$ cat src/include/mf_consts.svh
`ifndef MF_CONSTS_SVH
`define MF_CONSTS_SVH

// Grayscale pixel
`define MF_PIX_W    8

// Width, height, row and column values
`define MF_DIM_W    7

// Pixel address into either image memory
`define MF_ADDR_W   12

`define MF_MAX_DIM  64

// Window slots, also the number of sorter passes
`define MF_TAPS     9

// Host data bus
`define MF_WORD_W   32

`endif

$ cat src/design/mf_core_pkg.sv
`include "mf_consts.svh"

package mf_core_pkg;

    typedef logic [`MF_PIX_W-1:0] mf_pixel_t;

    // Slot k covers row offset k/3-1, column offset k%3-1
    typedef mf_pixel_t [`MF_TAPS-1:0] mf_window_t;

    typedef struct packed {
        logic [`MF_DIM_W-1:0]   row;
        logic [`MF_DIM_W-1:0]   col;
        logic [`MF_ADDR_W-1:0]  row_base;   // row * width
    } mf_pos_s;

endpackage

$ cat src/design/mf_window_fetch.sv
`timescale 1ns/1ps
`include "mf_consts.svh"

module mf_window_fetch (
    input  logic                    CLK,
    input  logic                    RST,
    input  mf_core_pkg::mf_pos_s    pos_i,
    input  logic [3:0]              tap_i,
    input  logic                    fetch_i,
    input  logic [`MF_DIM_W-1:0]    width_i,
    input  logic [`MF_DIM_W-1:0]    height_i,
    output logic                    rd_en_o,
    output logic [`MF_ADDR_W-1:0]   rd_addr_o,
    input  mf_core_pkg::mf_pixel_t  rd_data_i,
    output mf_core_pkg::mf_window_t window_o,
    output logic                    full_o
);

    logic                       up;
    logic                       down;
    logic                       left;
    logic                       right;
    logic                       pad;
    logic [`MF_ADDR_W-1:0]      addr;
    logic                       land_q;
    logic [3:0]                 slot_q;
    logic                       pad_q;
    logic                       full_q;
    mf_core_pkg::mf_window_t    window_q;

    // Neighbour direction from the slot index
    always_comb begin
        up    = tap_i < 4'd3;
        down  = tap_i > 4'd5;
        left  = (tap_i == 4'd0) || (tap_i == 4'd3) || (tap_i == 4'd6);
        right = (tap_i == 4'd2) || (tap_i == 4'd5) || (tap_i == 4'd8);
        pad   = (up && pos_i.row == '0) || (down && pos_i.row == height_i - 1'b1) ||
                (left && pos_i.col == '0) || (right && pos_i.col == width_i - 1'b1);
        addr  = pos_i.row_base + `MF_ADDR_W'(pos_i.col);
        if (up) begin
            addr = addr - `MF_ADDR_W'(width_i);
        end
        if (down) begin
            addr = addr + `MF_ADDR_W'(width_i);
        end
        if (left) begin
            addr = addr - 1'b1;
        end
        if (right) begin
            addr = addr + 1'b1;
        end
    end

    assign rd_en_o   = fetch_i && !pad;   // No access for border taps
    assign rd_addr_o = addr;

    always_ff @(posedge CLK or negedge RST) begin
        if (!RST) begin
            land_q <= 1'b0;
            slot_q <= '0;
            pad_q  <= 1'b0;
            full_q <= 1'b0;
        end else begin
            land_q <= fetch_i;
            slot_q <= tap_i;
            pad_q  <= pad;
            full_q <= land_q && (slot_q == 4'(`MF_TAPS-1));
        end
    end

    // Slot lands with the memory read data
    always_ff @(posedge CLK) begin
        if (land_q) begin
            window_q[slot_q] <= pad_q ? '0 : rd_data_i;
        end
    end

    assign window_o = window_q;
    assign full_o   = full_q;

endmodule

$ cat config.mk
export PLATFORM = sky130hd
export DESIGN_NAME = mf_window_fetch
export DESIGN_NICKNAME = d
export VERILOG_FILES = /design/src/design/mf_core_pkg.sv /design/src/design/mf_window_fetch.sv
export VERILOG_INCLUDE_DIRS = /design/src /design/src/include
export SDC_FILE = /design/constraint.sdc
export NUM_CORES = 1
export LEC_CHECK = 0
export BUFFER_PORTS_ARGS = -buffer_cell sky130_fd_sc_hd__buf_4
export CAP_MARGIN = 20
export CORE_AREA = 2 2 104 106
export CTS_BUF_LIST = sky130_fd_sc_hd__clkbuf_8
export DETAILED_ROUTE_END_ITERATION = 16
export DIE_AREA = 0 0 106 108
export PLACE_DENSITY = 0.77
export SLEW_MARGIN = 40
export SYNTH_ARGS = -nofsm -noshare
export SYNTH_HDL_FRONTEND = slang
export SYNTH_SLANG_ARGS = --single-unit
$ cat constraint.sdc
create_clock -name CLK -period 5 [get_ports CLK]
set_input_delay 0.5 -clock CLK [delete_from_list [all_inputs] [get_ports CLK]]
set_output_delay 0.5 -clock CLK [all_outputs]
set_load 0.01 [all_outputs]
==> reports/results.ini <==
[status]
outcome=finished with violations
violations=negative setup slack

[drt]
postRouteWirelength_um=15200
first_pass_iters=4
wl_per_cell_um=18.3
drtIter0Drc=320
via_count=4665
drc=0
routed_via_density=5.61
detail-route-antenna-nets=0

[synth]
ys.warnings.count=0
avgSynthCellArea_um2=11.4
synth-edff-count=72
synthCells=430
synth_seq_cells=79
seq_area_frac_synth_pct=47.6
syn_nets=515
synth_area_um2=4910
synthFlopType=edfxtp_1
postSynth.asyncResetShare_pct=8.86
ys_types=64

[clock_network]
numCtsBuffers=9
cts_tree=yes
clkSinkCount=79
clk-insertion-delay-late_ns=0.34
path_clk_slew_ns=0.09
cts_buffer_depth=2
h-tree-depth=3
ctsRootBufferMaster=clkbuf_8

[power_and_ir_drop]
p_sw_share_pct=34.4
clkPwrFrac_pct=19.2
p_leak_nw=3.21
vdd_ir_drop_max_mv=0.161
comb_power_share_pct=51.1
total_power_mw=2.48
cellInternalPower_mw=1.63
p_seq_share_pct=29.7
p_sw_mw=0.855
p_per_area_nw_per_um2=315

[min_path]
whs_path_depth=1
hp-class=in -> reg
hold_end=land_q$_DFF_PN0_
min_from=fetch_i

[worst_setup_path]
cp_max_fo=3
r2r_end=window_o[8]$_DFFE_PP_
worst_r2r_startpoint=slot_q[2]$_DFF_PN0_
cp.required_ns=4.50
cp_slowest_stage_delay_ns=0.53
critPathKind=in -> out
r2r_setup_slack_ns=3.08
cp-end-kind=output pin
crit_path_frequent_cell=buf_4
reg2reg_depth=2
cp_data_arrival_time_ns=5.14
startpoint_type=primary input
crit_slowest_cell=or4_4

[floorplan]
core-area_um2=10200
initial_core_util_pct=48.0
rows=37
fp.dieH_um=108
fp.dieW_um=106
dieArea_um2=11400
ioPinCount=141

[final_layout]
fin_nets=776
stdcell_area_um2=7890
syn_to_final_growth_pct=60.7
diodes=0
num-fill-cells=591
drive_above_1_share_pct=52.9
finish.utilization_pct=77.2

[grt]
grt_max_degree=16
busiest_layer=met2
antenna_found_initial=0
grtUsageMet2_pct=46.4
gr-usage-met3_pct=2.89
grt_pass1_wl_um=21600
track_usage_pct=24.0
use_met1_pct=27.1
grt_overflow=0
grt_pass1_vias=4427

[sta]
finClkSkew_ns=0.0149
hold_viol=0
min_period_ns=5.64
finalSetupTns_ns=-3.51
fin_crit_sh_pct=113
setup_viol=7
slew_headroom_pct=46.2
slew_viol_final=0
fmax_mhz=177
tightest_slew_ns=0.807
layout_setup_ws_ns=-0.636
rsz0062_at_grt=true

[placement]
gp_congestion=0.902
place_hpwl_um=10200
place_ws_ns=-0.688
place.port_buffers=140
dpl_cell_area_um2=6880

[job]
cap_violations=0

power groups by stage:
stage	registers [mW]	logic, mW	clock network, mW
5_1_grt	0.739	1.34	0.506
4_1_cts	0.738	1.04	0.481
2_1_floorplan	0.753	0.499	0
6_report	0.738	1.27	0.478
3_5_place_dp	0.752	0.911	0
3_3_place_gp	0.751	0.879	0
worst max-delay path: cells and delay by family:
family	cells	cell delay, ns
AO/OA/AOI/OAI	8	1.43
XOR/XNOR	2	0.31
adder cells (fa/ha/maj)	3	0.76
buffers and inverters	6	0.82
AND/OR/NAND/NOR	6	1.32
cells in the final DEF, fill, tap and decap left out, types with 8 or more instances in the layout:
master    count
a21oi_1       9
nor3_1        8
edfxtp_1     72
buf_6        12
ha_1         13
buf_4       242
clkbuf_8      9
nor2b_1       9
inv_1        21
nand2_1      15
xnor2_1      28
xor2_1       14
o21ai_0      13
nor2_1       29
nand4_1       8
ha_4         13
registers in the layout, indices dropped and copies added (netlist names):
name / cells
full_o: 1
land_q: 1
pad_q: 1
slot_q: 4
window_o: 72
metrics by stage:
stage | instances | hold slack (ns)
global placement | 782 | 0.313
finish | 832 | 0.269
CTS | 814 | 0.261
global route | 832 | 0.251
detailed placement | 782 | 0.316
floorplan | 430 | 0.204
cells in the mapped netlist (6+ instances only):
library cell	instances	area, um2
a211oi_1	6	45.0
a21o_1	7	52.6
a21oi_1	13	65.1
buf_2	6	30.0
dfrtp_1	7	175
edfxtp_1	72	2160
ha_1	27	338
inv_1	24	90.1
nand2_1	17	63.8
nand2b_1	10	62.6
nand3_1	9	45.0
nand4_1	8	50.1
nor2_1	33	124
nor2b_1	9	56.3
nor3_1	14	70.1
nor4_1	7	43.8
o211ai_1	7	52.6
o21ai_0	17	85.1
xnor2_1	32	280
xor2_1	20	175
worst max-delay path by stage:
stage               startpoint            end  slack (ns)  cells past startpoint
floorplan             pos_i[0]  rd_addr_o[10]       -0.11                     19
detailed placement   pos_i[12]  rd_addr_o[11]       -0.69                     22
finish               pos_i[13]  rd_addr_o[11]       -0.64                     25
global placement     pos_i[12]  rd_addr_o[11]       -0.45                     20
CTS                   pos_i[0]  rd_addr_o[11]       -0.44                     21
global route         pos_i[12]  rd_addr_o[11]       -0.77                     25
layout make-up:
type                            count  area [um2]  share of cell area, %
Multi-Input combinational cell    321        3120                   39.5
Sequential cell                    79        2340                   29.6
Timing Repair Buffer              256        1980                   25.0
Tap cell                          136         170                   2.16
Clock buffer                        9         124                   1.57
Inverter                           24        92.6                   1.17
Clock inverter                      7        77.6                  0.983
per-layer routing:
metal  vias up  wire length, um
met5         -                0
met4         0              539
met3        48              769
met2       219             8250
met1      2251             5650
li1       2147                -
kinds of logic after synthesis:
family,count (synthesis),share of synthesized area [%]
and+or+nand+nor,138,15.8
AOI/OAI and AO/OA,91,14.3
DFF,79,47.6
xor gates and xnor gates,55,10.3
buffers and inverters,30,2.45
adders and majority gates,30,8.10
muxes,7,1.48
what timing repair did:
action                                  4_1_cts  5_1_grt
hold buffers                                  1        0
cloned                                        0        0
endpoints found under the hold margin         7        0
resized for setup                            42       52
endpoints found under the setup margin        8        9
pin swaps                                    32       43
buffers inserted                             15       18
No activity file was read; power rests on OpenSTA's default activity.
