**src/include/mf_consts.svh**
```systemverilog
`ifndef MF_CONSTS_SVH
`define MF_CONSTS_SVH

// Grayscale pixel
`define MF_PIX_W    8

// Width, height, row and column values
`define MF_DIM_W    7

// Pixel address into either image memory
`define MF_ADDR_W   12

`define MF_MAX_DIM  64

// Window slots, also the number of sorter passes
`define MF_TAPS     9

// Host data bus
`define MF_WORD_W   32

`endif

```
**src/design/mf_bus_pkg.sv**
```systemverilog
`include "mf_consts.svh"

package mf_bus_pkg;

    // On read, MODE_START returns the done status
    typedef enum logic [1:0] {
        MODE_PIXEL  = 2'd0,
        MODE_START  = 2'd1,
        MODE_WIDTH  = 2'd2,
        MODE_HEIGHT = 2'd3
    } mf_mode_e;

    typedef struct packed {
        mf_mode_e               mode;
        logic [`MF_ADDR_W-1:0]  offset;   // Pixel index, row * width + col
    } mf_host_addr_s;

    typedef struct packed {
        logic [`MF_WORD_W-`MF_PIX_W-1:0]  pad;
        logic [`MF_PIX_W-1:0]             pixel;
    } mf_pix_view_s;

    // Bit 0 of dim is start on write, done on read
    typedef struct packed {
        logic [`MF_WORD_W-`MF_DIM_W-1:0]  pad;
        logic [`MF_DIM_W-1:0]             dim;
    } mf_ctrl_view_s;

    typedef union packed {
        mf_pix_view_s   pix;
        mf_ctrl_view_s  ctrl;
    } mf_host_word_u;

endpackage

```
**src/design/mf_core_pkg.sv**
```systemverilog
`include "mf_consts.svh"

package mf_core_pkg;

    typedef logic [`MF_PIX_W-1:0] mf_pixel_t;

    // Slot k covers row offset k/3-1, column offset k%3-1
    typedef mf_pixel_t [`MF_TAPS-1:0] mf_window_t;

    typedef struct packed {
        logic [`MF_DIM_W-1:0]   row;
        logic [`MF_DIM_W-1:0]   col;
        logic [`MF_ADDR_W-1:0]  row_base;   // row * width
    } mf_pos_s;

endpackage

```
**src/design/mf_host_regs.sv**
```systemverilog
`timescale 1ns/1ps
`include "mf_consts.svh"

module mf_host_regs (
    input  logic                        CLK,
    input  logic                        RST,
    input  logic                        en_i,
    input  logic                        we_i,
    input  mf_bus_pkg::mf_host_addr_s   addr_i,
    input  mf_bus_pkg::mf_host_word_u   din_i,
    input  logic                        busy_i,
    input  logic                        done_i,
    input  mf_core_pkg::mf_pixel_t      pix_i,
    output logic                        in_we_o,
    output logic                        out_rd_o,
    output logic [`MF_ADDR_W-1:0]       mem_addr_o,
    output mf_core_pkg::mf_pixel_t      mem_din_o,
    output logic                        start_o,
    output logic [`MF_DIM_W-1:0]        width_o,
    output logic [`MF_DIM_W-1:0]        height_o,
    output mf_bus_pkg::mf_host_word_u   dout_o
);

    logic                   start_q;
    logic [`MF_DIM_W-1:0]   width_q;
    logic [`MF_DIM_W-1:0]   height_q;
    mf_bus_pkg::mf_mode_e   rd_mode_q;   // Lines up with the memory output
    logic                   pix_access;

    assign pix_access = en_i && (addr_i.mode == mf_bus_pkg::MODE_PIXEL);
    assign in_we_o    = pix_access && we_i && !busy_i;   // Image is frozen while busy
    assign out_rd_o   = pix_access && !we_i;
    assign mem_addr_o = addr_i.offset;
    assign mem_din_o  = din_i.pix.pixel;

    assign start_o  = start_q;
    assign width_o  = width_q;
    assign height_o = height_q;

    always_ff @(posedge CLK or negedge RST) begin
        if (!RST) begin
            start_q   <= 1'b0;
            width_q   <= '0;
            height_q  <= '0;
            rd_mode_q <= mf_bus_pkg::MODE_PIXEL;
        end else begin
            if (en_i && we_i) begin
                case (addr_i.mode)
                    mf_bus_pkg::MODE_START:  start_q  <= din_i.ctrl.dim[0];
                    mf_bus_pkg::MODE_WIDTH:  width_q  <= din_i.ctrl.dim;
                    mf_bus_pkg::MODE_HEIGHT: height_q <= din_i.ctrl.dim;
                    default: ;
                endcase
            end
            if (en_i && !we_i) begin
                rd_mode_q <= addr_i.mode;
            end
        end
    end

    always_comb begin
        dout_o = '0;
        case (rd_mode_q)
            mf_bus_pkg::MODE_START:  dout_o.ctrl.dim[0] = done_i;
            mf_bus_pkg::MODE_WIDTH:  dout_o.ctrl.dim = width_q;
            mf_bus_pkg::MODE_HEIGHT: dout_o.ctrl.dim = height_q;
            default: begin
                if (done_i) begin
                    dout_o.pix.pixel = pix_i;   // Result only valid once done
                end
            end
        endcase
    end

endmodule

```
**config.mk**
```make
export PLATFORM = sky130hd
export DESIGN_NAME = mf_host_regs
export DESIGN_NICKNAME = d
export VERILOG_FILES = /design/src/design/mf_bus_pkg.sv /design/src/design/mf_core_pkg.sv /design/src/design/mf_host_regs.sv
export VERILOG_INCLUDE_DIRS = /design/src /design/src/include
export SDC_FILE = /design/constraint.sdc
export NUM_CORES = 1
export LEC_CHECK = 0
export ABC_AREA = 1
export BUFFER_PORTS_ARGS = -buffer_cell sky130_fd_sc_hd__buf_2
export CORE_MARGIN = 2
export CORE_UTILIZATION = 35
export CTS_BUF_LIST = sky130_fd_sc_hd__clkbuf_16
export CTS_CLUSTER_SIZE = 16
export DETAILED_ROUTE_END_ITERATION = 6
export PLACE_DENSITY = 0.8
export SLEW_MARGIN = 40
export SYNTH_ARGS = -nofsm -noshare
export SYNTH_HDL_FRONTEND = slang
export SYNTH_SLANG_ARGS = --single-unit
```
**constraint.sdc**
```tcl
create_clock -name CLK -period 1.1 [get_ports CLK]
set_clock_uncertainty 0.05 [all_clocks]
set_input_delay 0.11 -clock CLK [delete_from_list [all_inputs] [get_ports CLK]]
set_output_delay 0.11 -clock CLK [all_outputs]
set_load 0.01 [all_outputs]
```
==> results.cfg <==
[synthesis]
yosysUniqueCellTypes = 18
synth-seq-area-share = 0.3386
syn_area_per_cell_um2 = 7.707
ys_seq_elements = 17
ys_warn_count = 0
synth_area_um2 = 1256
syn_inst = 163

[route]
drc_errors = 0
viasPerCell = 4.478
routedWlPerCell_um = 11.06
drt-initial-drc-count = 26
routed-via-count = 1106
routed_wl_mm = 2.733
antenna_left = 0
drtPass1Iterations = 4

[clock_tree]
cts_setup_buffers = 0
clock-sinks = 17
numCtsBuffers = 3
h-tree-depth = 1
clk_pin_slew_ns = 0.05
clkLatencyLatePin_ns = 0.24
cts_root_buf = clkbuf_16
clockBufferDepth = 2
cts_tree = done

[flow_run]
max_cap_viol_count = 0

[critical_path]
rr_worst_depth = 3
worstSetupStartpointType = flip-flop
crit_start = rd_mode_q[0]
worst-path-max-fanout = 8
critical_path_class = reg -> out
worstPathRequired_ns = 0.94
reg2reg_from = rd_mode_q[1]
cp.arrival_ns = 1.22
setup.worst_path.end = dout_o[2]
rrSetupSlack_ns = 0.22
cp-end-kind = primary output
r2r-end = rd_mode_q[1]

[sta]
setup_violations = 8
min_period_ns = 1.377
timing.hold.ws_ns = 0.05612
slew_violations = 0
period_share = 1.252
hold_violations = 0
final.setup.tns_ns = -2.068
fmax_mhz = 726.1
setup_ws_ns = -0.2773
rsz0062_at_grt = true

[status]
status = finished with violations
violations = negative setup slack

[min_path]
hp-class = in -> reg

[floorplanning]
die_area_um2 = 4084
die_h_um = 63.91
pin_count = 129
rows = 21
die_w_um = 63.91
initial_core_util = 0.3706
core_area_um2 = 3390

[power]
ir_drop_mv = 0.5725
p_leak_nw = 0.8805
pwr_density_cell_nw_per_um2 = 1468
total_power_w = 0.002176

[final_layout]
area_delta_synth_final_pct = 18.03
nFillCells = 348
final_common_cell = buf_2
layout.nets = 262
final_cell_mix = 51 x buf_2, 48 x nand2_1, 24 x conb_1
drive_gt1_frac = 0.3831
num_antenna_cells = 0

[global_routing]
grt_use_met2 = 0.2148
grt_overflow = 0
gr-usage-met1 = 0.1593
top_usage_layer = met2
grt_pass1_vias = 998
grt_pass1_wl_mm = 4.353
grtUsageMet3 = 0.02465
grt.total_usage = 0.1351
grt_max_degree = 18
grt_antenna_before_repair = 0

[place]
dp_hpwl_mm = 2.159
place.gp.congestion = 0.7683
dpl_worst_slack_ns = -0.06648
port-buffer-count = 54
[synth_stat cells]
cell / count / area share
nor3b_2: 1 / 0.010
a21oi_1: 1 / 0.0040
nor2_8: 1 / 0.016
buf_2: 1 / 0.0040
nor2_1: 2 / 0.0060
inv_1: 4 / 0.012
nand3_1: 22 / 0.088
nand2_4: 3 / 0.027
nand4_1: 1 / 0.0050
and3_1: 1 / 0.0050
inv_2: 3 / 0.0090
nor3_1: 1 / 0.0040
o21ai_0: 9 / 0.036
conb_1: 1 / 0.0030
buf_4: 44 / 0.26
dfrtp_1: 17 / 0.34
nor2_4: 3 / 0.027
nand2_1: 48 / 0.14
[registers in the layout (all words and copies together), names as in the netlist]
signal     cells
height_o       7
rd_mode_q      2
start_o        1
width_o        7
[how the worst min path moves through the flow]
stage / endpoint / cells past startpoint / from
after global placement: start_o / 1 / RST
after global routing: height_o[4] / 3 / din_i[4]
final: height_o[1] / 3 / din_i[1]
after floorplan: height_o[0] / 0 / RST
after detailed placement: start_o / 1 / RST
after CTS: height_o[1] / 3 / din_i[1]
[through the flow]
| step | instance area, µm² | utilization | instances |
|---|---|---|---|
| after floorplan | 1343 | - | 186 |
| after global placement | 1343 | 0.3961 | 242 |
| after detailed placement | 1343 | 0.3961 | 242 |
| after CTS | 1455 | 0.4293 | 247 |
| after global routing | 1483 | 0.4374 | 247 |
| final | 1483 | 0.4374 | 247 |
[per-layer routing]
metal,vias up,routed length (µm),share of wire
li1,534,-,-
met1,490,1132,0.41
met2,66,1266,0.46
met3,16,207,0.076
met4,0,126,0.046
met5,-,0,0
[power breakdown]
group          internal (W)  total (W)  switching [W]
sequential         0.000742   0.000847       0.000105
combinational      0.000255   0.000639       0.000385
clock              0.000481   0.000690       0.000209
total               0.00148    0.00218       0.000699
[layout make-up]
type / instances / area [µm²] / area share
multi-input cells: 117 / 585.6 / 0.3949
repair buffers: 56 / 306.5 / 0.2068
inverters: 7 / 26.28 / 0.01772
clock buffers: 3 / 75.07 / 0.05063
clock inverters: 1 / 3.754 / 0.002532
well taps: 46 / 57.56 / 0.03882
flip-flops and latches: 17 / 427.9 / 0.2886
[worst max-delay path, stage by stage (launching register included)]
cell	delay (ns)
dfrtp_2	0.46
nor2_4	0.21
nand3_1	0.09
nand3_1	0.08
buf_2	0.13
[kinds of logic (layout without fill, tap and decap cells)]
logic type | after synthesis | in the layout | share of synthesized area
other | 1 | 24 | 0.002985
AND/OR/NAND/NOR | 83 | 83 | 0.3307
buffers and inverters | 52 | 67 | 0.2878
AO/OA/AOI/OAI | 10 | 10 | 0.03983
flip-flops | 17 | 17 | 0.3386
[what timing repair did]
| item | 4_1_cts | 5_1_grt |
|---|---|---|
| endpoints found under the hold margin | 17 | 0 |
| pin swaps | 2 | 1 |
| setup endpoints to repair | 8 | 8 |
| resized for setup | 6 | 5 |
| hold buffers | 1 | 0 |
Note: power is estimated with default switching activity, not from simulation.
