$ cat config.mk
export PLATFORM = sky130hd
export DESIGN_NAME = mf_scan_ctrl
export DESIGN_NICKNAME = d
export VERILOG_FILES = /design/src/design/mf_core_pkg.sv /design/src/design/mf_scan_ctrl.sv
export VERILOG_INCLUDE_DIRS = /design/src /design/src/include
export SDC_FILE = /design/constraint.sdc
export NUM_CORES = 1
export LEC_CHECK = 0
export ABC_AREA = 1
export BUFFER_PORTS_ARGS = -buffer_cell sky130_fd_sc_hd__buf_2
export CORE_AREA = 8 8 90 92
export DETAILED_ROUTE_END_ITERATION = 7
export DIE_AREA = 0 0 98 100
export GPL_ROUTABILITY_DRIVEN = 0
export PLACE_DENSITY = 0.72
export SYNTH_ARGS = -nofsm -noshare
export SYNTH_HDL_FRONTEND = slang
export SYNTH_SLANG_ARGS = --single-unit
$ cat constraint.sdc
create_clock -name CLK -period 1.7 [get_ports CLK]
set_input_delay 0.085 -clock CLK [delete_from_list [all_inputs] [get_ports CLK]]
set_output_delay 0.085 -clock CLK [all_outputs]
set_load 0.01 [all_outputs]
$ cat src/include/mf_consts.svh
`ifndef MF_CONSTS_SVH
`define MF_CONSTS_SVH

// Grayscale pixel
`define MF_PIX_W    8

// Width, height, row and column values
`define MF_DIM_W    7

// Pixel address into either image memory
`define MF_ADDR_W   12

`define MF_MAX_DIM  64

// Window slots, also the number of sorter passes
`define MF_TAPS     9

// Host data bus
`define MF_WORD_W   32

`endif

$ cat src/design/mf_core_pkg.sv
`include "mf_consts.svh"

package mf_core_pkg;

    typedef logic [`MF_PIX_W-1:0] mf_pixel_t;

    // Slot k covers row offset k/3-1, column offset k%3-1
    typedef mf_pixel_t [`MF_TAPS-1:0] mf_window_t;

    typedef struct packed {
        logic [`MF_DIM_W-1:0]   row;
        logic [`MF_DIM_W-1:0]   col;
        logic [`MF_ADDR_W-1:0]  row_base;   // row * width
    } mf_pos_s;

endpackage

$ cat src/design/mf_scan_ctrl.sv
`timescale 1ns/1ps
`include "mf_consts.svh"

module mf_scan_ctrl (
    input  logic                    CLK,
    input  logic                    RST,
    input  logic                    start_i,
    input  logic [`MF_DIM_W-1:0]    width_i,
    input  logic [`MF_DIM_W-1:0]    height_i,
    input  logic                    sort_valid_i,
    input  mf_core_pkg::mf_pixel_t  median_i,
    output mf_core_pkg::mf_pos_s    pos_o,
    output logic [3:0]              tap_o,
    output logic                    fetch_o,
    output logic                    out_we_o,
    output logic [`MF_ADDR_W-1:0]   out_addr_o,
    output mf_core_pkg::mf_pixel_t  out_din_o,
    output logic                    busy_o,
    output logic                    done_o
);

    typedef enum logic [1:0] {IDLE, EXEC, DONE} state_e;

    state_e                 state_q;
    mf_core_pkg::mf_pos_s   pos_q;
    logic [3:0]             tap_q;
    logic                   fetch_q;
    logic                   last_col;
    logic                   last_row;

    assign last_col = pos_q.col == width_i - 1'b1;
    assign last_row = pos_q.row == height_i - 1'b1;

    // Median goes out in the valid cycle itself
    assign out_we_o   = (state_q == EXEC) && sort_valid_i;
    assign out_addr_o = pos_q.row_base + `MF_ADDR_W'(pos_q.col);
    assign out_din_o  = median_i;

    assign pos_o   = pos_q;
    assign tap_o   = tap_q;
    assign fetch_o = fetch_q;
    assign busy_o  = state_q == EXEC;
    assign done_o  = state_q == DONE;

    always_ff @(posedge CLK or negedge RST) begin
        if (!RST) begin
            state_q <= IDLE;
            pos_q   <= '0;
            tap_q   <= '0;
            fetch_q <= 1'b0;
        end else begin
            case (state_q)
                IDLE: begin
                    if (start_i) begin
                        state_q <= EXEC;
                        pos_q   <= '0;
                        tap_q   <= '0;
                        fetch_q <= 1'b1;
                    end
                end
                EXEC: begin
                    if (fetch_q) begin
                        if (tap_q == 4'(`MF_TAPS-1)) begin
                            fetch_q <= 1'b0;   // Wait for the sorter
                            tap_q   <= '0;
                        end else begin
                            tap_q <= tap_q + 1'b1;
                        end
                    end else if (sort_valid_i) begin
                        if (last_col && last_row) begin
                            state_q <= DONE;
                        end else begin
                            fetch_q <= 1'b1;
                            if (last_col) begin
                                pos_q.row      <= pos_q.row + 1'b1;
                                pos_q.col      <= '0;
                                pos_q.row_base <= pos_q.row_base + `MF_ADDR_W'(width_i);
                            end else begin
                                pos_q.col <= pos_q.col + 1'b1;
                            end
                        end
                    end
                end
                DONE: begin
                    if (!start_i) begin
                        state_q <= IDLE;   // Host acknowledged
                    end
                end
                default: state_q <= IDLE;
            endcase
        end
    end

    a_tap_range: assert property (@(posedge CLK) disable iff (!RST) tap_o <= 4'(`MF_TAPS-1))
        else $error("tap index out of range");

endmodule

==> results of run 1 <==
==> power by group <==
group          switching (W)  internal [W]  leakage (nW)
combinational       0.000779      0.000675          2.16
clock               0.000338      0.000477        0.0574
sequential          0.000130      0.000899         0.425
==> synthesized netlist by cell type, drive strengths merged (7+ instances only) <==
| master | instances | area, um^2 |
|---|---|---|
| a21oi | 21 | 105.1 |
| buf | 17 | 146.4 |
| dfrtp | 33 | 825.8 |
| ha | 20 | 250.2 |
| inv | 55 | 206.5 |
| nand2 | 149 | 559.3 |
| nand3 | 31 | 190.2 |
| nand4 | 24 | 150.1 |
| nor2 | 52 | 234.0 |
| nor3 | 7 | 35.03 |
| o21ai | 22 | 110.1 |
| xor2 | 18 | 157.7 |
==> flip-flops by register name (all words and copies together) (netlist names) <==
register and cells:
state_q 2, tap_o 4, pos_o 26, fetch_o 1
==> logic make-up after synthesis <==
kind of cell / synth area share, %
AND/OR/NAND/NOR: 38.71
buffers and inverters: 11.68
AO/OA/AOI/OAI: 8.458
flip-flops: 25.96
XOR/XNOR: 6.058
adder cells (fa/ha/maj): 9.127
==> worst reg2reg max path, delay by kind of cell, from the launching register on <==
kind	cells	cell delay (ns)
and+or+nand+nor	9	1.03
DFF	1	0.43
buffers and inverters	3	0.34
AOI/OAI and AO/OA	1	0.14
==> what timing repair did <==
action / 4_1_cts / 5_1_grt
buffers inserted: 8 / 13
pin swaps: 40 / 22
endpoints found under the setup margin: 39 / 43
hold buffers: 1 / 0
cloned: 2 / 0
hold endpoints to repair: 33 / 0
resized for setup: 52 / 41
==> worst max-delay path by stage <==
| stage | start | endpoint | slack, ns | depth (start not counted) |
|---|---|---|---|---|
| after CTS | pos_o[0] | out_addr_o[10] | -0.50 | 9 |
| after detailed placement | pos_o[3] | out_addr_o[11] | -0.23 | 8 |
| after floorplan | pos_o[0] | out_addr_o[10] | -0.08 | 8 |
| after global placement | pos_o[3] | out_addr_o[8] | -0.16 | 8 |
| final | pos_o[0] | out_addr_o[10] | -0.50 | 9 |
| after global routing | pos_o[14] | out_addr_o[11] | -0.56 | 8 |
==> stage by stage <==
stage                     util, %  total power (W)  setup slack (ns)  setup TNS (ns)
after floorplan                 -         0.001718          -0.07840         -0.2209
after global placement      60.79         0.002250           -0.1596          -3.468
after detailed placement    60.79         0.002278           -0.2292          -5.176
after CTS                   67.10         0.003194           -0.4991          -8.466
after global routing        70.73         0.003526           -0.5641          -13.21
final                       70.73         0.003298           -0.4991          -10.65
==> per-layer routing <==
layer | vias up | GRT usage [%]
met5 | - | 0
met4 | 0 | 8.513
met3 | 37 | 4.706
met2 | 128 | 38.62
met1 | 1788 | 24.35
li1 | 1842 | -
==> cell type report <==
cell class | instances | area, um^2 | share of cell area, %
repair buffers | 160 | 1105 | 23.51
well taps | 80 | 100.1 | 2.130
clock buffers | 6 | 82.58 | 1.757
flip-flops and latches | 33 | 837.1 | 17.81
multi-input cells | 368 | 2322 | 49.41
clock inverters | 2 | 37.54 | 0.7987
inverters | 55 | 215.2 | 4.579
==> run summary, run 1 <==
The area of the mapped netlist is 0.003181 mm^2. The level count of the clock H-tree is 2. Including well taps, the total number of placed cells is 674. After detailed placement, the total cell area comes to 0.004039 mm^2. The core footprint is 0.006644 mm^2. The worst clock skew is 0.009646 ns. The power density of the placed cells came out at 701.8 mW/mm^2. The flow ran to the end, but the final reports show violations. The most common cell after layout, fill and taps aside is sky130_fd_sc_hd__nand2_1. For the worst setup path, the data required time is 1.62 ns. The count of antenna diodes in the layout came out at 0.

For the worst setup path, the data arrival time is 2.11 ns. The flop-to-flop setup slack is -0.35 ns. The post-synthesis cell count is 475. Walking the worst path, the cells encountered are ha_4 > inv_2 > fa_2 > o21ai_2 > nand4_1 > o211ai_1 > nand2_1 > xor2_2 > buf_2.

For hold timing, the worst endpoint is state_q[1]. The TritonCTS sink count came out at 33. The number of design rule violations left after detail routing came out at 0.

The number of vias per cell after detailed routing is 5.391. The detailed-route via count is 3,795. The actual slew at the worst max-slew pin came out at 0.8189 ns. From bottom edge to top edge, the die measures 100 um. The final critical-path required period is 2.199 ns. The amount of wire on met2 after detailed routing came out at 5696 um. The post-synthesis to final-layout area growth came out at 47.76%. The maximum fanout along the worst path came out at 2.

STA classifies the critical path endpoint as an output port. After detailed routing, the met3 layer carries 592 um of wire. The initial antenna violation count is 0. The classification of the worst setup path is reg2out. The width of the die is 98 um.

The iteration-0 DRC count of the detailed router is 183. The final reports fail on setup timing. In this run the remaining antenna-violating nets after routing total 0. The number of buffers and inverters on the critical path is 2. Signal routing reaches up to met4.

Counting instances, the worst hold path has a depth of 3. The later pin in the worst-skew pair is clocked with a latency of 0.30 ns. In the synthesized netlist the dominant register cell turns out to be sky130_fd_sc_hd__dfrtp_1. When the netlist entered floorplanning its net count stood at 523. The total half-perimeter wirelength after legalization and detailed placement is 7259 um.

The number of filler cells placed in the layout is 525. The global-route wire length before repair is 17,400 um. The wire length on met1 came out at 4560 um. For this run, asynchronously set or reset flops after synthesis account for 100.0%. The startpoint of the most critical register-to-register path is pos_o[16]. The maximum clock path buffer count came out at 2. The class of the tightest hold or removal check is in2reg. The number of port buffers is 63. The cell sitting at the root of the clock tree is a sky130_fd_sc_hd__clkbuf_8. The tightest hold path in the finished design has a slack of 0.06015 ns. The analysis attributes to cell leakage a power of 2.639 nW. The number of hold violations in the final report came out at 0.

The initial utilization of the core area, before any placement, comes to 47.87%. The max-slew violation count is 0. The capture point of the worst reg-to-reg path is pos_o[16]. Dividing the detail-routed wire length by the instance count gives 15.99 um.

In the post-route analysis, the smallest setup slack over all paths is -0.4991 ns. Wires add up to 11,260 um. The kind of cell adding the most delay to the critical path is adder cells.

The worst hold path begins at start_i. The worst path uses 129.4% of the clock period. The maximum operating frequency came out at 454.7 MHz. Cells with a size suffix above 1 make up 39.90% of the layout.

In this design, the stage delay of the slowest critical-path cell is 0.42 ns. The sequential fraction of the synthesis area came out at 25.96%. The largest voltage drop on the vdd net came out at 0.0006091 V. STA classifies the critical path startpoint as a flop. The max capacitance violation total is 0. Row generation in the floorplan step produced 30 rows. The via count of the first global-routing pass is 3,698.

The global-route congestion overflow total is 0. The number of synthesized register bits is 33. The clock transition at the registers of the reported paths is 0.08 ns.

The headroom to the max-slew limit is 45.41%. TritonCTS built the clock tree. The total clock buffers created by CTS is 5. At the end of the flow, the number of nets in the layout was 671. The global-route total usage across every layer is 21.55%. The final instance area is 0.004700 mm^2. The number of placed I/O pins is 80. The floorplan die area came out at 0.009800 mm^2. Excluding fillers, the count of instances in the completed layout stands at 704. The count of flip-flops with a built-in enable after synthesis is 0. In the layout the commonest cells are sky130_fd_sc_hd__nand2_1 (135), sky130_fd_sc_hd__buf_4 (82), sky130_fd_sc_hd__buf_2 (62). The largest individual stage delay along the critical path comes from the cell sky130_fd_sc_hd__dfrtp_1. The number of different library cells in the post-synthesis netlist came out at 38. Setup violations remaining at the end of the flow were counted as 38.

The pin count of the biggest net entering global routing came out at 34. For this run, the number of Yosys warnings is 0. A synthesized cell averages 6.696 um^2. Setup repair after global routing could not meet its margin everywhere. The first detailed-routing pass ran for 4 iterations. The number of cells traversed by the worst register-to-register path came out at 13.
(Power assumes the default switching activity.)
==> inputs of run 2 (changes only) <==
SKIP_CTS_REPAIR_TIMING = 1   (was unset)
==> run summary, run 2 (synthesis gave the netlist of run 1 again) <==
The flow ran to the end, but the final reports show violations. The checks that failed: setup timing. The number of port buffers came out at 63. The antenna violation net count after detailed routing is 0. CTS placed an instance of sky130_fd_sc_hd__clkbuf_8 at the clock tree root. The routed design uses 5515 um of met2 wire. The max capacitance violation total came out at 0. The post-route setup TNS came out at -11.32 ns. The setup path with the least slack is of type reg2out.

The wire length on met1 is 4455 um. Counting instances, the worst hold path has a depth of 3. Leaving out fill and tap cells, the most frequent cells in the layout are sky130_fd_sc_hd__nand2_1 (136), sky130_fd_sc_hd__buf_4 (80), sky130_fd_sc_hd__buf_2 (62). The max-slew violation count came out at 0. The cell leakage power came out at 2.651 nW. The actual slew at the worst max-slew pin is 0.8191 ns. The number of flip-flops under the largest register name came out at 26. The worst clock skew came out at 0.009630 ns. The maximum clock path buffer count came out at 2. The data arrival time of the critical path is 2.17 ns. The area growth from synthesis to layout is 48.51%.

Static timing analysis puts the maximum clock frequency at 444.4 MHz. The repair_antennas step left the layout with diodes totalling 0. On the worst path, the slowest cell contributes a delay of 0.43 ns. The number of standard-cell rows in the floorplan is 30. Walking the worst path, the cells encountered are ha_4 > inv_2 > fa_2 > o21ai_2 > nand4_1 > o211ai_1 > nand2_1 > xor2_2 > buf_2. TritonCTS built the clock tree.

The worst-case hold path end point is state_q[1]. The initial core utilization is 47.87%. The total clock buffers created by CTS came out at 5. The iteration-0 DRC count of the detailed router is 175.

The global-route total usage across every layer is 19.11%. The initial antenna violation count came out at 0. The number of buffers and inverters on the critical path came out at 2.

Before antenna repair, the detailed router went through 5 iterations. The TritonCTS sink count came out at 33. The worst register-to-register path begins at pos_o[18]. The total of endpoints with negative setup slack in the final report is 39. The flop-to-flop setup slack is -0.36 ns. The least setup slack across all paths after layout is -0.5501 ns. The level count of the clock H-tree came out at 2.

The number of hold violations in the final report is 0. The number of cells after detailed placement is 674. The length of routed met3 wiring came out at 592 um. The largest voltage drop on the vdd net came out at 0.0005915 V. The core footprint is 0.006644 mm^2. The number of vias per cell after detailed routing came out at 5.292. The final critical-path required period is 2.250 ns.

The cell family contributing the most delay on the critical path is adder cells. The number of cells traversed by the worst register-to-register path is 12. The required time of the worst setup path came out at 1.62 ns. The library cell used most frequently in the layout, excluding fill and tap cells, is sky130_fd_sc_hd__nand2_1. The final period utilization is 132.4%. The average wire per standard cell came out at 15.34 um. The headroom to the max-slew limit is 45.39%. Entering global routing, the biggest net connects 34 pins. The detailed-route via count came out at 3,715. The die covers 0.009800 mm^2. The sum of internal, switching and leakage power came out at 0.003300 W.

The clock transition at the registers of the reported paths is 0.08 ns. The maximum fanout along the worst path came out at 2. The capture point of the worst reg-to-reg path is pos_o[14].

The insertion delay to the later sink of the worst-skew pair is 0.30 ns. On the critical path, the stage with the largest delay is an instance of sky130_fd_sc_hd__dfrtp_1. The number of placed I/O pins is 80. The count of cells in the finished layout, fillers not included, comes to 702. The global-route congestion overflow total is 0. Setup repair after global routing could not meet its margin everywhere. For this block, the routed nets add up to 10,770 um of wire. The tightest min-delay check is of the in2reg type. The launch point of the worst hold path is start_i. The global-route wire length before repair is 15,630 um.

The total half-perimeter wirelength after legalization and detailed placement is 7259 um. The kind of end point of the critical path is an output port. The power density of the placed cells came out at 698.7 mW/mm^2. The die is 100 um tall. The die is 98 um wide. The share of layout cells above drive strength 1 came out at 40.35%. In the routed design, unresolved DRC markers number 0.

The via count of the first global-routing pass is 3,416. The net total in the final layout is 669. The highest layer touched by signal routing is met4. The type of element launching the critical path is a flop.
run 2: changes by cell type in the layout (fill, tap and decap cells not counted), sizes merged:
| cell | previous run | this run |
|---|---|---|
| buf | 159 | 157 |
run 2: worst min-delay path, delay by kind of cell:
| family | cells | cell delay [ns] |
|---|---|---|
| compound gates | 1 | 0.05 |
| buf+inv | 1 | 0.11 |
| simple gates | 1 | 0.07 |
run 2: stage by stage:
| stage | util, % | hold slack, ns | instance area [um^2] | setup slack [ns] |
|---|---|---|---|---|
| after floorplan | - | -0.2106 | 3218 | -0.07840 |
| after global placement | 60.79 | 0.1701 | 4039 | -0.1596 |
| after detailed placement | 60.79 | 0.1701 | 4039 | -0.2292 |
| after CTS | 62.60 | -0.09872 | 4159 | -0.5764 |
| after global routing | 71.09 | 0.06936 | 4723 | -0.6056 |
| final | 71.09 | 0.05961 | 4723 | -0.5501 |
run 2: cell type report:
class	count	area (um^2)
multi-input combinational	368	2354
fill	517	1921
timing repair buffer	158	1099
sequential	33	835.8
inverter	55	215.2
tap	80	100.1
clock buffer	6	82.58
clock inverter	2	37.54
run 2: worst max-delay path by stage:
stage | start | end | slack [ns] | cells past startpoint
finish | pos_o[0] | out_addr_o[10] | -0.55 | 9
global route | pos_o[0] | out_addr_o[10] | -0.61 | 9
CTS | pos_o[3] | out_addr_o[11] | -0.58 | 8
detailed placement | pos_o[3] | out_addr_o[11] | -0.23 | 8
global placement | pos_o[3] | out_addr_o[8] | -0.16 | 8
floorplan | pos_o[0] | out_addr_o[10] | -0.08 | 8
run 2: report_power, final:
group | total (W) | leakage [nW] | switching (W) | internal [W]
combinational | 0.00147 | 2.17 | 0.000780 | 0.000686
clock | 0.000806 | 0.0574 | 0.000329 | 0.000477
sequential | 0.00103 | 0.427 | 0.000132 | 0.000897
run 2: per-layer routing:
metal | vias up | GRT usage, %
met1 | 1742 | 22.51
met2 | 115 | 33.93
met3 | 20 | 4.637
met5 | - | 0
met4 | 0 | 4.796
li1 | 1838 | -
