$ cat src/include/mf_consts.svh
`ifndef MF_CONSTS_SVH
`define MF_CONSTS_SVH

// Grayscale pixel
`define MF_PIX_W    8

// Width, height, row and column values
`define MF_DIM_W    7

// Pixel address into either image memory
`define MF_ADDR_W   12

`define MF_MAX_DIM  64

// Window slots, also the number of sorter passes
`define MF_TAPS     9

// Host data bus
`define MF_WORD_W   32

`endif

$ cat src/design/mf_core_pkg.sv
`include "mf_consts.svh"

package mf_core_pkg;

    typedef logic [`MF_PIX_W-1:0] mf_pixel_t;

    // Slot k covers row offset k/3-1, column offset k%3-1
    typedef mf_pixel_t [`MF_TAPS-1:0] mf_window_t;

    typedef struct packed {
        logic [`MF_DIM_W-1:0]   row;
        logic [`MF_DIM_W-1:0]   col;
        logic [`MF_ADDR_W-1:0]  row_base;   // row * width
    } mf_pos_s;

endpackage

$ cat src/design/mf_median_sort.sv
`timescale 1ns/1ps
`include "mf_consts.svh"

module mf_median_sort (
    input  logic                    CLK,
    input  logic                    RST,
    input  logic                    start_i,
    input  mf_core_pkg::mf_window_t window_i,
    output mf_core_pkg::mf_pixel_t  median_o,
    output logic                    valid_o
);

    mf_core_pkg::mf_window_t    data_q;
    mf_core_pkg::mf_window_t    data_next;
    logic [3:0]                 pass_q;
    logic                       run_q;
    logic                       valid_q;

    // Even pass pairs (0,1)..(6,7), odd pass pairs (1,2)..(7,8)
    always_comb begin
        data_next = data_q;
        for (int i = 0; i < `MF_TAPS-1; i++) begin
            if (((i % 2) == 1) == pass_q[0] && data_q[i] > data_q[i+1]) begin
                data_next[i]   = data_q[i+1];
                data_next[i+1] = data_q[i];
            end
        end
    end

    always_ff @(posedge CLK or negedge RST) begin
        if (!RST) begin
            run_q   <= 1'b0;
            pass_q  <= '0;
            valid_q <= 1'b0;
        end else begin
            valid_q <= run_q && (pass_q == 4'(`MF_TAPS-1));
            if (start_i) begin
                run_q  <= 1'b1;
                pass_q <= '0;
            end else if (run_q) begin
                pass_q <= pass_q + 1'b1;
                if (pass_q == 4'(`MF_TAPS-1)) begin
                    run_q <= 1'b0;
                end
            end
        end
    end

    always_ff @(posedge CLK) begin
        if (start_i) begin
            data_q <= window_i;
        end else if (run_q) begin
            data_q <= data_next;
        end
    end

    assign median_o = data_q[(`MF_TAPS-1)/2];   // Middle of the sorted window
    assign valid_o  = valid_q;

    a_valid_after_start: assert property (@(posedge CLK) disable iff (!RST)
        valid_o |-> $past(start_i, `MF_TAPS+1))
        else $error("sort valid without a matching start");

endmodule

$ cat config.mk
export PLATFORM = sky130hd
export DESIGN_NAME = mf_median_sort
export DESIGN_NICKNAME = d
export VERILOG_FILES = /design/src/design/mf_core_pkg.sv /design/src/design/mf_median_sort.sv
export VERILOG_INCLUDE_DIRS = /design/src /design/src/include
export SDC_FILE = /design/constraint.sdc
export NUM_CORES = 1
export LEC_CHECK = 0
export ABC_AREA = 1
export BUFFER_PORTS_ARGS = -buffer_cell sky130_fd_sc_hd__buf_2
export CORE_MARGIN = 8
export CORE_UTILIZATION = 53
export DETAILED_ROUTE_END_ITERATION = 10
export PLACE_DENSITY_LB_ADDON = 0.25
export REMOVE_ABC_BUFFERS = 1
export SLEW_MARGIN = 20
export SYNTH_ARGS = -nofsm -noshare
export SYNTH_HDL_FRONTEND = slang
export SYNTH_SLANG_ARGS = --single-unit
$ cat constraint.sdc
create_clock -name CLK -period 2.3 [get_ports CLK]
set_input_delay 0 -clock CLK [delete_from_list [all_inputs] [get_ports CLK]]
set_output_delay 0 -clock CLK [all_outputs]
set_load 0.01 [all_outputs]
==> results.sh, run 1 <==
export IMPL_period_needed_ns=2.19
export IMPL_netlist_area_um2=6160
export IMPL_leakage_nw=4.02
export IMPL_dp_hpwl_um=12000
export IMPL_nets=1111
export IMPL_cts_sinks=78
export IMPL_coreArea_um2=11400
export IMPL_timing_hold_ws_ns=-0.0000360
export IMPL_cp_end_kind="flip-flop"
export IMPL_cap_violations=0
export IMPL_io_pins=84
export IMPL_setup_violations=0
export IMPL_io_buffers=83
export IMPL_crit_required_ns=2.30
export IMPL_setup_ws_ns=0.106
export IMPL_h_tree_depth=3
export IMPL_synth_cells=813
export IMPL_drt_first_pass_iters=5
export IMPL_power_density_nw_per_um2=1280
export IMPL_die_x_um=124
export IMPL_grt_max_degree=89
export IMPL_crit_top_cell="nand2_1"
export IMPL_clockRootBuffer="clkbuf_16"
export IMPL_internal_power_mw=5.36
export IMPL_status="complete, but fails checks"
export IMPL_hold_viol=1
export IMPL_synth_top_area_share_pct=35.1
export IMPL_clock_power_share_pct=14.3
export IMPL_final_area_um2=7750
export IMPL_violations="negative hold slack"
export IMPL_grt_pass1_wl_um=26900
export IMPL_antenna_cells=0
export IMPL_ff2ff_path_depth=7
export IMPL_hp_class="in -> async"
export IMPL_critPathTopFamily="simple AND/OR/NAND/NOR gates"
export IMPL_path_class="reg -> reg"
export IMPL_cp_start_kind="flip-flop"
export IMPL_placed_area_um2=6740
export IMPL_grt_overflow_total=0
export IMPL_p_comb_share_pct=55.2
export IMPL_crit_arrival_ns=2.20
export IMPL_gp_congestion=0.864
export IMPL_worst_pin_slew_ns=0.798
export IMPL_drive_gt1_share_pct=15.5
export IMPL_path_depth=7
export IMPL_grt_pass1_vias=5898
export IMPL_finalCritPeriodShare_pct=95.4
export IMPL_wl_um=16400
export IMPL_ys_warn_count=0
export IMPL_wire_per_inst_um=14.6
export IMPL_cts_buffers=9
export IMPL_postCtsSetupBuffers=0
export IMPL_ys_types=26
export IMPL_pwr_share_seq_pct=30.5
export IMPL_insertion_delay_ns=0.35
export IMPL_drcViolationCount=0
export IMPL_grtUsageTotal_pct=22.2
export IMPL_drt_iter0_drc=304
export IMPL_die_h_um=124
export IMPL_vias_per_cell=5.14
export IMPL_critical_path_buf_inv_count=1
export IMPL_vias=5741
export IMPL_place_ws_ns=0.128
export IMPL_ir_drop_v=0.000545
export IMPL_maxSlewViolCount=0
export IMPL_cts_clk_slew_worst_paths_ns=0.06
export IMPL_max_freq_ghz=0.456
export IMPL_yosys_area_top_type="edfxtp_1"
export IMPL_dieArea_um2=15300
export IMPL_cts_tree="yes"
export IMPL_ys_seq_elements=78
export IMPL_ys_top_cells_by_area="edfxtp_1, nand2_1, ha_1, nand3_1, inv_1"
export IMPL_slew_headroom_pct=46.8
export IMPL_slowest_delay_ns=0.45
export IMPL_yosysSeqAreaShare_pct=37.6
export IMPL_cts_buffer_depth=2
export IMPL_initial_core_util_pct=54.1
export IMPL_drtAntennaViolNets=0
export IMPL_rsz0062_at_grt="no"
export IMPL_path_max_fanout=17
export IMPL_avgSynthCellArea_um2=7.57
export IMPL_rows=39
export IMPL_area_growth_pct=25.9
export IMPL_utilization_pct=68.2
export IMPL_critPathSlowestCell="edfxtp_1"
export IMPL_p_switching_mw=4.56
export IMPL_crit_chain="inv_1 -> ha_1 -> nand2_1 -> nor2_1 -> a21oi_4 -> nand3_1 -> nand2_1"
export IMPL_antenna_found_initial=0
export IMPL_switching_share_pct=46.0
export IMPL_finClkSkew_ns=0.00858
-- cells in the final DEF, fill, tap and decap left out, types with 2 or more instances in the layout --
cell,n
buf_2,83
o21ai_0,13
a21o_1,7
clkinvlp_4,2
nand3_1,104
a21oi_2,2
nand2_2,7
dlygate4sd3_1,72
nor2_1,30
inv_1,103
edfxtp_1,72
ha_1,66
nand2_1,301
dfrtp_1,6
a21oi_1,20
a21boi_4,2
a21oi_4,5
nand4_1,25
clkbuf_16,9
nor2_2,5
buf_4,29
-- cells in the mapped netlist --
master	n
nand4_1	25
a21oi_1	20
inv_6	1
a21oi_4	5
a21boi_4	2
ha_1	66
a21o_1	7
nand3_1	104
dfrtp_1	6
o21a_1	1
buf_6	3
clkbuf_1	11
nand3_2	1
nor2_2	5
edfxtp_1	72
nand2_1	302
a21oi_2	2
buf_2	9
nand2_2	6
nor3_1	1
inv_1	104
nor2_1	30
a31oi_1	1
nor2_4	1
buf_4	15
o21ai_0	13
-- worst reg2reg max path, stage by stage, from the launching register on --
cell	delay [ns]
edfxtp_1	0.45
inv_1	0.09
ha_1	0.24
nand2_1	0.09
nor2_1	0.08
a21oi_4	0.40
nand3_1	0.17
nand2_1	0.34
-- through the flow --
stage	total power, mW	setup TNS (ns)	instances	hold WS (ns)
floorplan	6.63	-1.56	775	-0.296
global placement	8.27	0	1030	-0.169
detailed placement	8.40	0	1030	-0.167
CTS	9.94	0	1118	0.00464
global route	10.9	0	1118	0.0153
finish	9.92	0	1118	-0.0000360
-- path summary, 6_finish.rpt --
| path | startpoint | to | slack (ns) |
|---|---|---|---|
| worst min-delay path | RST | pass_q[0]$_DFFE_PN0P_ | -0.00004 |
| min in group CLK | window_i[48] | data_q[48]$_DFFE_PP_ | 0.03 |
| worst max-delay path | data_q[51]$_DFFE_PP_ | data_q[46]$_DFFE_PP_ | 0.11 |
| worst min register to register | pass_q[3]$_DFFE_PN0P_ | pass_q[3]$_DFFE_PN0P_ | 0.54 |
| worst max register to register | data_q[51]$_DFFE_PP_ | data_q[46]$_DFFE_PP_ | 0.11 |
| max in group asynchronous | RST | run_q$_DFF_PN0_ | 2.15 |
-- power by group through the flow --
stage | clock network, mW | logic [mW] | registers, mW
floorplan | 0 | 3.74 | 2.89
global placement | 0 | 5.24 | 3.02
detailed placement | 0 | 5.36 | 3.05
CTS | 1.43 | 5.49 | 3.02
global route | 1.47 | 6.31 | 3.10
finish | 1.42 | 5.47 | 3.03
-- layout make-up --
class | count | area (um2)
multi-input combinational | 592 | 3210
inverter | 105 | 399
clock buffer | 10 | 229
tap | 143 | 179
timing repair buffer | 184 | 1350
fill | 954 | 3620
clock inverter | 6 | 62.6
sequential | 78 | 2310
-- kinds of logic after synthesis --
group | Yosys count | synth area share (%)
and+or+nand+nor | 475 | 32.8
AOI/OAI and AO/OA | 51 | 5.98
DFF | 78 | 37.6
adders and majority gates | 66 | 13.4
buffers and inverters | 143 | 10.3
-- repair_timing --
| action | 4_1_cts | 5_1_grt |
|---|---|---|
| endpoints found under the setup margin | 0 | 4 |
| hold buffers | 72 | 0 |
| resized for setup | 0 | 1 |
| hold endpoints to repair | 77 | 0 |
-- flip-flops by register name, indices dropped and copies added, names as in the netlist --
signal	flops
median_o	8
run_q	1
pass_q	4
valid_o	1
data_q	64
-- per-layer routing --
layer	wire [um]	up-vias	global-route usage, %
met5	0	-	0
met4	361	0	9.03
met3	609	29	2.72
met2	8280	119	39.4
met1	7110	2620	26.8
li1	-	2973	-
No activity file was read; power rests on OpenSTA's default activity.
==> run 2, diff against run 1 <==
--- a/config.mk
+++ b/config.mk
@@ -6,10 +6,10 @@
 export SDC_FILE = /design/constraint.sdc
 export NUM_CORES = 1
 export LEC_CHECK = 0
-export ABC_AREA = 1
 export BUFFER_PORTS_ARGS = -buffer_cell sky130_fd_sc_hd__buf_2
+export CORE_ASPECT_RATIO = 0.7
 export CORE_MARGIN = 8
-export CORE_UTILIZATION = 53
+export CORE_UTILIZATION = 52
 export DETAILED_ROUTE_END_ITERATION = 10
 export PLACE_DENSITY_LB_ADDON = 0.25
 export REMOVE_ABC_BUFFERS = 1
==> run 2 against run 1 <==
The run now ends clean. Final area is 10% lower. Register-to-register slack hardly changed. Die area fell by 7.6%. Critical path type unchanged. Largest cell class unchanged. Largest power group unchanged. Highest routed layer unchanged.
==> results.sh, run 2 <==
export IMPL_cp_end_kind="flip-flop"
export IMPL_vias_per_cell=5.81
export IMPL_place_ws_ns=-0.0714
export IMPL_final_cell_mix="buf_2, edfxtp_1, nand2_1"
export IMPL_gp_congestion=0.827
export IMPL_drt_iter0_drc=560
export IMPL_ys_seq_elements=78
export IMPL_io_buffers=83
export IMPL_synth_area_mux_share_pct=0.182
export IMPL_setup_violations=0
export IMPL_max_flop_register="data_q"
export IMPL_rows=31
export IMPL_dieArea_um2=14200
export IMPL_period_needed_ns=2.19
export IMPL_cp_start_kind="flip-flop"
export IMPL_ys_types=41
export IMPL_grt_overflow_total=0
export IMPL_critPathSlowestCell="edfxtp_1"
export IMPL_nets=846
export IMPL_crit_chain="ha_1 -> and4_1 -> a21boi_1 -> o211ai_1 -> nand2_1 -> a21o_1 -> buf_4"
export IMPL_synth_xor_area_share_pct=0.319
export IMPL_synth_edf_count=72
export IMPL_instances_no_fill=842
export IMPL_synth_ff_type="edfxtp_1"
export IMPL_dp_hpwl_um=11000
export IMPL_leakage_nw=3.06
export IMPL_hp_class="in -> async"
export IMPL_slew_headroom_pct=66.3
export IMPL_ys_warn_count=0
export IMPL_drt_first_pass_iters=5
export IMPL_finClkSkew_ns=0.00589
export IMPL_coreArea_um2=10300
export IMPL_synth_cells=568
export IMPL_power_total_mw=9.08
export IMPL_finalSetupTns_ns=0
export IMPL_antenna_found_initial=0
export IMPL_synth_top_area_share_pct=39.4
export IMPL_grt_pass1_vias=4804
export IMPL_yosys_area_top_type="edfxtp_1"
export IMPL_worst_pin_slew_ns=0.506
export IMPL_avgSynthCellArea_um2=9.66
export IMPL_power_density_nw_per_um2=1300
export IMPL_synth_fa_ha_area_share_pct=15.0
export IMPL_path_max_fanout=4
export IMPL_largest_reg_flops=64
export IMPL_final_common_cell="buf_2"
export IMPL_setup_ws_ns=0.110
export IMPL_yosysSeqAreaShare_pct=42.1
export IMPL_crit_required_ns=2.36
export IMPL_netlist_area_um2=5490
export IMPL_antenna_cells=0
export IMPL_drcViolationCount=0
export IMPL_cts_buffer_depth=2
export IMPL_synth_simple_gate_area_share_pct=10.9
export IMPL_cts_clk_slew_worst_paths_ns=0.06
export IMPL_cts_sinks=78
export IMPL_drtAntennaViolNets=0
export IMPL_hold_viol=0
export IMPL_slowest_delay_ns=0.45
export IMPL_utilization_pct=67.5
export IMPL_io_pins=84
export IMPL_path_class="reg -> reg"
export IMPL_ys_top_cells_by_count="edfxtp_1, nand2_1, inv_1"
export IMPL_drive_gt1_share_pct=18.7
export IMPL_maxSlewViolCount=0
export IMPL_yosys_cell_count_top_type="edfxtp_1"
export IMPL_grt_max_degree=80
export IMPL_cap_violations=0
export IMPL_area_growth_pct=27.0
export IMPL_async_reset_ff_share_pct=7.69
export IMPL_dp_cells=765
export IMPL_wire_per_inst_um=17.7
export IMPL_ys_top_cells_by_area="edfxtp_1, ha_1, nand2_1, o31ai_1, inv_1"
export IMPL_insertion_delay_ns=0.34
export IMPL_ir_drop_v=0.000546
export IMPL_wl_um=14900
export IMPL_cts_buffers=9
export IMPL_die_x_um=139
export IMPL_die_h_um=102
export IMPL_cts_tree="yes"
export IMPL_h_tree_depth=3
export IMPL_grtUsageTotal_pct=21.4
export IMPL_crit_arrival_ns=2.25
export IMPL_vias=4894
export IMPL_clockRootBuffer="clkbuf_16"
export IMPL_n_fill_cell=802
export IMPL_grt_pass1_wl_um=24100
export IMPL_max_freq_ghz=0.457
export IMPL_synth_compound_area_share_pct=23.0
export IMPL_initial_core_util_pct=53.2
export IMPL_synth_top_family_by_area="compound AO/OA/AOI/OAI gates"
export IMPL_status="complete, no violations"
export IMPL_finalCritPeriodShare_pct=95.2
[run 2: cell count changes in the layout (fill, tap and decap cells not counted), sizes merged, moves of 13 or more]
cell	before	now
a21oi	27	45
a22oi	0	32
dlygate4sd3	72	58
inv	105	67
nand2	308	71
nand3	105	0
nand4	25	12
nor2	36	16
nor2b	0	16
o211ai	0	16
o21ai	13	31
o31ai	0	34
[run 2: stage by stage]
stage | area [um2] | hold slack, ns
6_report | 6970 | 0.000307
5_1_grt | 6970 | 0.00410
4_1_cts | 6930 | 0.000230
3_5_place_dp | 6020 | -0.164
3_3_place_gp | 6020 | -0.174
2_1_floorplan | 5280 | -0.296
[run 2: where the power goes]
group | switching (mW) | internal [mW]
logic | 2.68 | 1.81
registers | 0.520 | 2.45
clock network | 0.558 | 1.05
total | 3.76 | 5.31
[run 2: repair_timing]
| action | in CTS | in global routing |
|---|---|---|
| setup buffers | 0 | 3 |
| hold buffers | 57 | 1 |
| resized for setup | 3 | 7 |
| hold endpoints to repair | 62 | 1 |
| pin swaps | 0 | 3 |
| endpoints found under the setup margin | 24 | 62 |
[run 2: worst paths after layout]
path / startpoint / end / slack (ns) / depth (start not counted)
worst max-delay path: data_q[23]$_DFFE_PP_ / data_q[23]$_DFFE_PP_ / 0.11 / 7
worst min-delay path: RST / run_q$_DFF_PN0_ / 0.0003 / 2
worst max register to register: data_q[23]$_DFFE_PP_ / data_q[23]$_DFFE_PP_ / 0.11 / 7
worst min register to register: pass_q[3]$_DFFE_PN0P_ / pass_q[3]$_DFFE_PN0P_ / 0.57 / 2
max in group asynchronous: RST / pass_q[2]$_DFFE_PN0P_ / 2.15 / 2
min in group CLK: window_i[46] / data_q[46]$_DFFE_PP_ / 0 / 3
[run 2: worst max-delay path, delay by kind of cell, from the launching register on]
family          cells  cell delay, ns
buf+inv             1            0.15
flops               1            0.45
compound gates      3            0.58
simple gates        2            0.37
fa+ha+maj           1            0.36
[run 2: cells by family (layout without fill, tap and decap cells)]
family,after synthesis,in the layout
xor gates and xnor gates,2,2
and+or+nand+nor,130,130
DFF,78,78
buffers and inverters,104,246
AOI/OAI and AO/OA,187,187
adders and majority gates,66,66
muxes,1,1
[run 2: area by class of cell]
class	count	area, um2	share of cell area (%)
timing repair buffer	163	1180	16.9
multi-input combinational	386	2730	39.2
clock inverter	5	97.6	1.40
inverter	67	251	3.61
clock buffer	11	233	3.34
tap	132	165	2.37
sequential	78	2310	33.2
[run 2: metal layers]
layer / GRT usage, % / routed length (um) / vias to the layer above
li1: - / - / 2366
met1: 31.0 / 7290 / 2290
met2: 30.3 / 6230 / 220
met3: 5.51 / 1210 / 18
met4: 6.88 / 179 / 0
met5: 0 / 0 / -
==> run 3, diff against run 2 <==
--- a/config.mk
+++ b/config.mk
@@ -9,7 +9,7 @@
 export BUFFER_PORTS_ARGS = -buffer_cell sky130_fd_sc_hd__buf_2
 export CORE_ASPECT_RATIO = 0.7
 export CORE_MARGIN = 8
-export CORE_UTILIZATION = 52
+export CORE_UTILIZATION = 55
 export DETAILED_ROUTE_END_ITERATION = 10
 export PLACE_DENSITY_LB_ADDON = 0.25
 export REMOVE_ABC_BUFFERS = 1
==> constraint.sdc (replaced) <==
create_clock -name CLK -period 2.7 [get_ports CLK]
set_input_delay 0 -clock CLK [delete_from_list [all_inputs] [get_ports CLK]]
set_output_delay 0 -clock CLK [all_outputs]
set_load 0.01 [all_outputs]
==> run 3 against run 2 <==
Count of clock-buffer cells in the layout fell by 1. Global-route usage rose by 0.90 points. Final area fell by 3.2%.
==> results.sh, run 3 (synthesized netlist as in run 2, its figures left out) <==
export IMPL_cts_clk_slew_worst_paths_ns=0.06
export IMPL_setup_violations=0
export IMPL_internal_power_mw=4.19
export IMPL_dp_hpwl_um=10900
export IMPL_dieArea_um2=13500
export IMPL_drt_first_pass_iters=5
export IMPL_finalSetupTns_ns=0
export IMPL_drive_gt1_share_pct=16.4
export IMPL_hold_viol=0
export IMPL_max_freq_ghz=0.397
export IMPL_startpoint="data_q[9]$_DFFE_PP_"
export IMPL_io_buffers=83
export IMPL_wire_per_inst_um=18.3
export IMPL_io_pins=84
export IMPL_period_needed_ns=2.52
export IMPL_cts_buffers=9
export IMPL_crit_required_ns=2.72
export IMPL_grt_max_degree=99
export IMPL_cp_start_kind="flip-flop"
export IMPL_status="complete, no violations"
export IMPL_coreArea_um2=9680
export IMPL_maxSlewViolCount=0
export IMPL_grt_overflow_total=0
export IMPL_power_density_nw_per_um2=1090
export IMPL_final_cell_mix="buf_2, edfxtp_1, nand2_1"
export IMPL_insertion_delay_ns=0.34
export IMPL_antenna_found_initial=0
export IMPL_cts_tree="yes"
export IMPL_cp_end_kind="flip-flop"
export IMPL_crit_path_end="data_q[1]$_DFFE_PP_"
export IMPL_nets=827
export IMPL_r2r_end="data_q[1]$_DFFE_PP_"
export IMPL_clockRootBuffer="clkbuf_16"
export IMPL_switching_share_pct=43.1
export IMPL_area_growth_pct=22.9
export IMPL_final_common_cell="buf_2"
export IMPL_gp_congestion=0.844
export IMPL_wl_um=14900
export IMPL_path_max_fanout=8
export IMPL_drt_iter0_drc=533
export IMPL_antenna_cells=0
export IMPL_cts_buffer_depth=2
export IMPL_rsz0062_at_grt="no"
export IMPL_clock_power_share_pct=16.1
export IMPL_die_x_um=135
export IMPL_h_tree_depth=3
export IMPL_rows=30
export IMPL_grt_pass1_wl_um=23900
export IMPL_power_total_mw=7.35
export IMPL_drcViolationCount=0
export IMPL_largest_reg_flops=64
export IMPL_crit_arrival_ns=2.54
export IMPL_cts_sinks=78
export IMPL_slew_headroom_pct=44.5
export IMPL_drtAntennaViolNets=0
export IMPL_grtUsageTotal_pct=22.3
export IMPL_hp_class="in -> reg"
export IMPL_ff2ff_path_depth=7
export IMPL_worst_pin_slew_ns=0.830
export IMPL_utilization_pct=69.7
export IMPL_r2r_start="data_q[9]$_DFFE_PP_"
export IMPL_min_from="window_i[26]"
export IMPL_vias_per_cell=5.96
export IMPL_path_class="reg -> reg"
export IMPL_p_comb_share_pct=48.9
export IMPL_ir_drop_v=0.000527
export IMPL_vias=4874
export IMPL_postCtsSetupBuffers=0
export IMPL_cap_violations=0
export IMPL_initial_core_util_pct=56.7
export IMPL_pwr_share_seq_pct=35.0
export IMPL_r2r_slack_ns=0.18
export IMPL_max_flop_register="data_q"
export IMPL_final_area_um2=6750
export IMPL_die_h_um=99.6
export IMPL_p_switching_mw=3.17
export IMPL_finClkSkew_ns=0.00852
export IMPL_placed_area_um2=5930
export IMPL_finalCritPeriodShare_pct=93.3
export IMPL_leakage_nw=2.95
export IMPL_grt_pass1_vias=4795
-- run 3: timing repair --
item | in CTS | in global routing
setup endpoints to repair | 0 | 8
endpoints found under the hold margin | 57 | 0
hold buffers | 53 | 0
gates resized for setup | 0 | 2
-- run 3: how the worst min path moves through the flow --
stage	to	slack [ns]	cells after the start
floorplan	pass_q[0]$_DFFE_PN0P_	-0.30	0
global placement	pass_q[1]$_DFFE_PN0P_	-0.18	1
detailed placement	valid_o$_DFF_PN0_	-0.17	1
CTS	data_q[43]$_DFFE_PP_	0.00003	3
global route	data_q[43]$_DFFE_PP_	0.01	3
finish	data_q[26]$_DFFE_PP_	0.003	3
-- run 3: per-stage QoR --
stage	worst slack (ns)	instances	hold WS, ns
2_1_floorplan	0.424	531	-0.296
3_3_place_gp	0.357	750	-0.175
3_5_place_dp	0.0934	750	-0.174
4_1_cts	0.0334	818	0.0000273
5_1_grt	0.0910	818	0.0126
6_report	0.181	818	0.00338
-- run 3: cell type report --
class / instances / area, um2
fill: 726 / 2940
tap: 128 / 160
timing repair buffer: 144 / 1020
sequential: 78 / 2310
inverter: 67 / 251
multi-input combinational: 386 / 2720
clock buffer: 10 / 229
clock inverter: 5 / 51.3
-- run 3: critical path, cell delays in order (launching register included) --
cell and delay, ns:
edfxtp_1 0.40, inv_1 0.13, ha_1 0.26, nor2b_1 0.14
o211ai_1 0.22, a21oi_1 0.10, a2111oi_1 0.59, nor2_1 0.36
-- run 3: metal layers --
metal	wire length [um]	vias up	global-route usage, %
met4	238	0	6.55
met1	7040	2287	32.0
met5	0	-	0
met3	1310	22	4.98
li1	-	2326	-
met2	6360	239	32.6
-- run 3: power by group through the flow --
stage               registers (mW)  clock network, mW  logic, mW
floorplan                     2.44                  0       2.35
global route                  2.64               1.21       4.01
CTS                           2.56               1.19       3.50
global placement              2.55                  0       3.25
detailed placement            2.57                  0       3.39
finish                        2.58               1.18       3.59
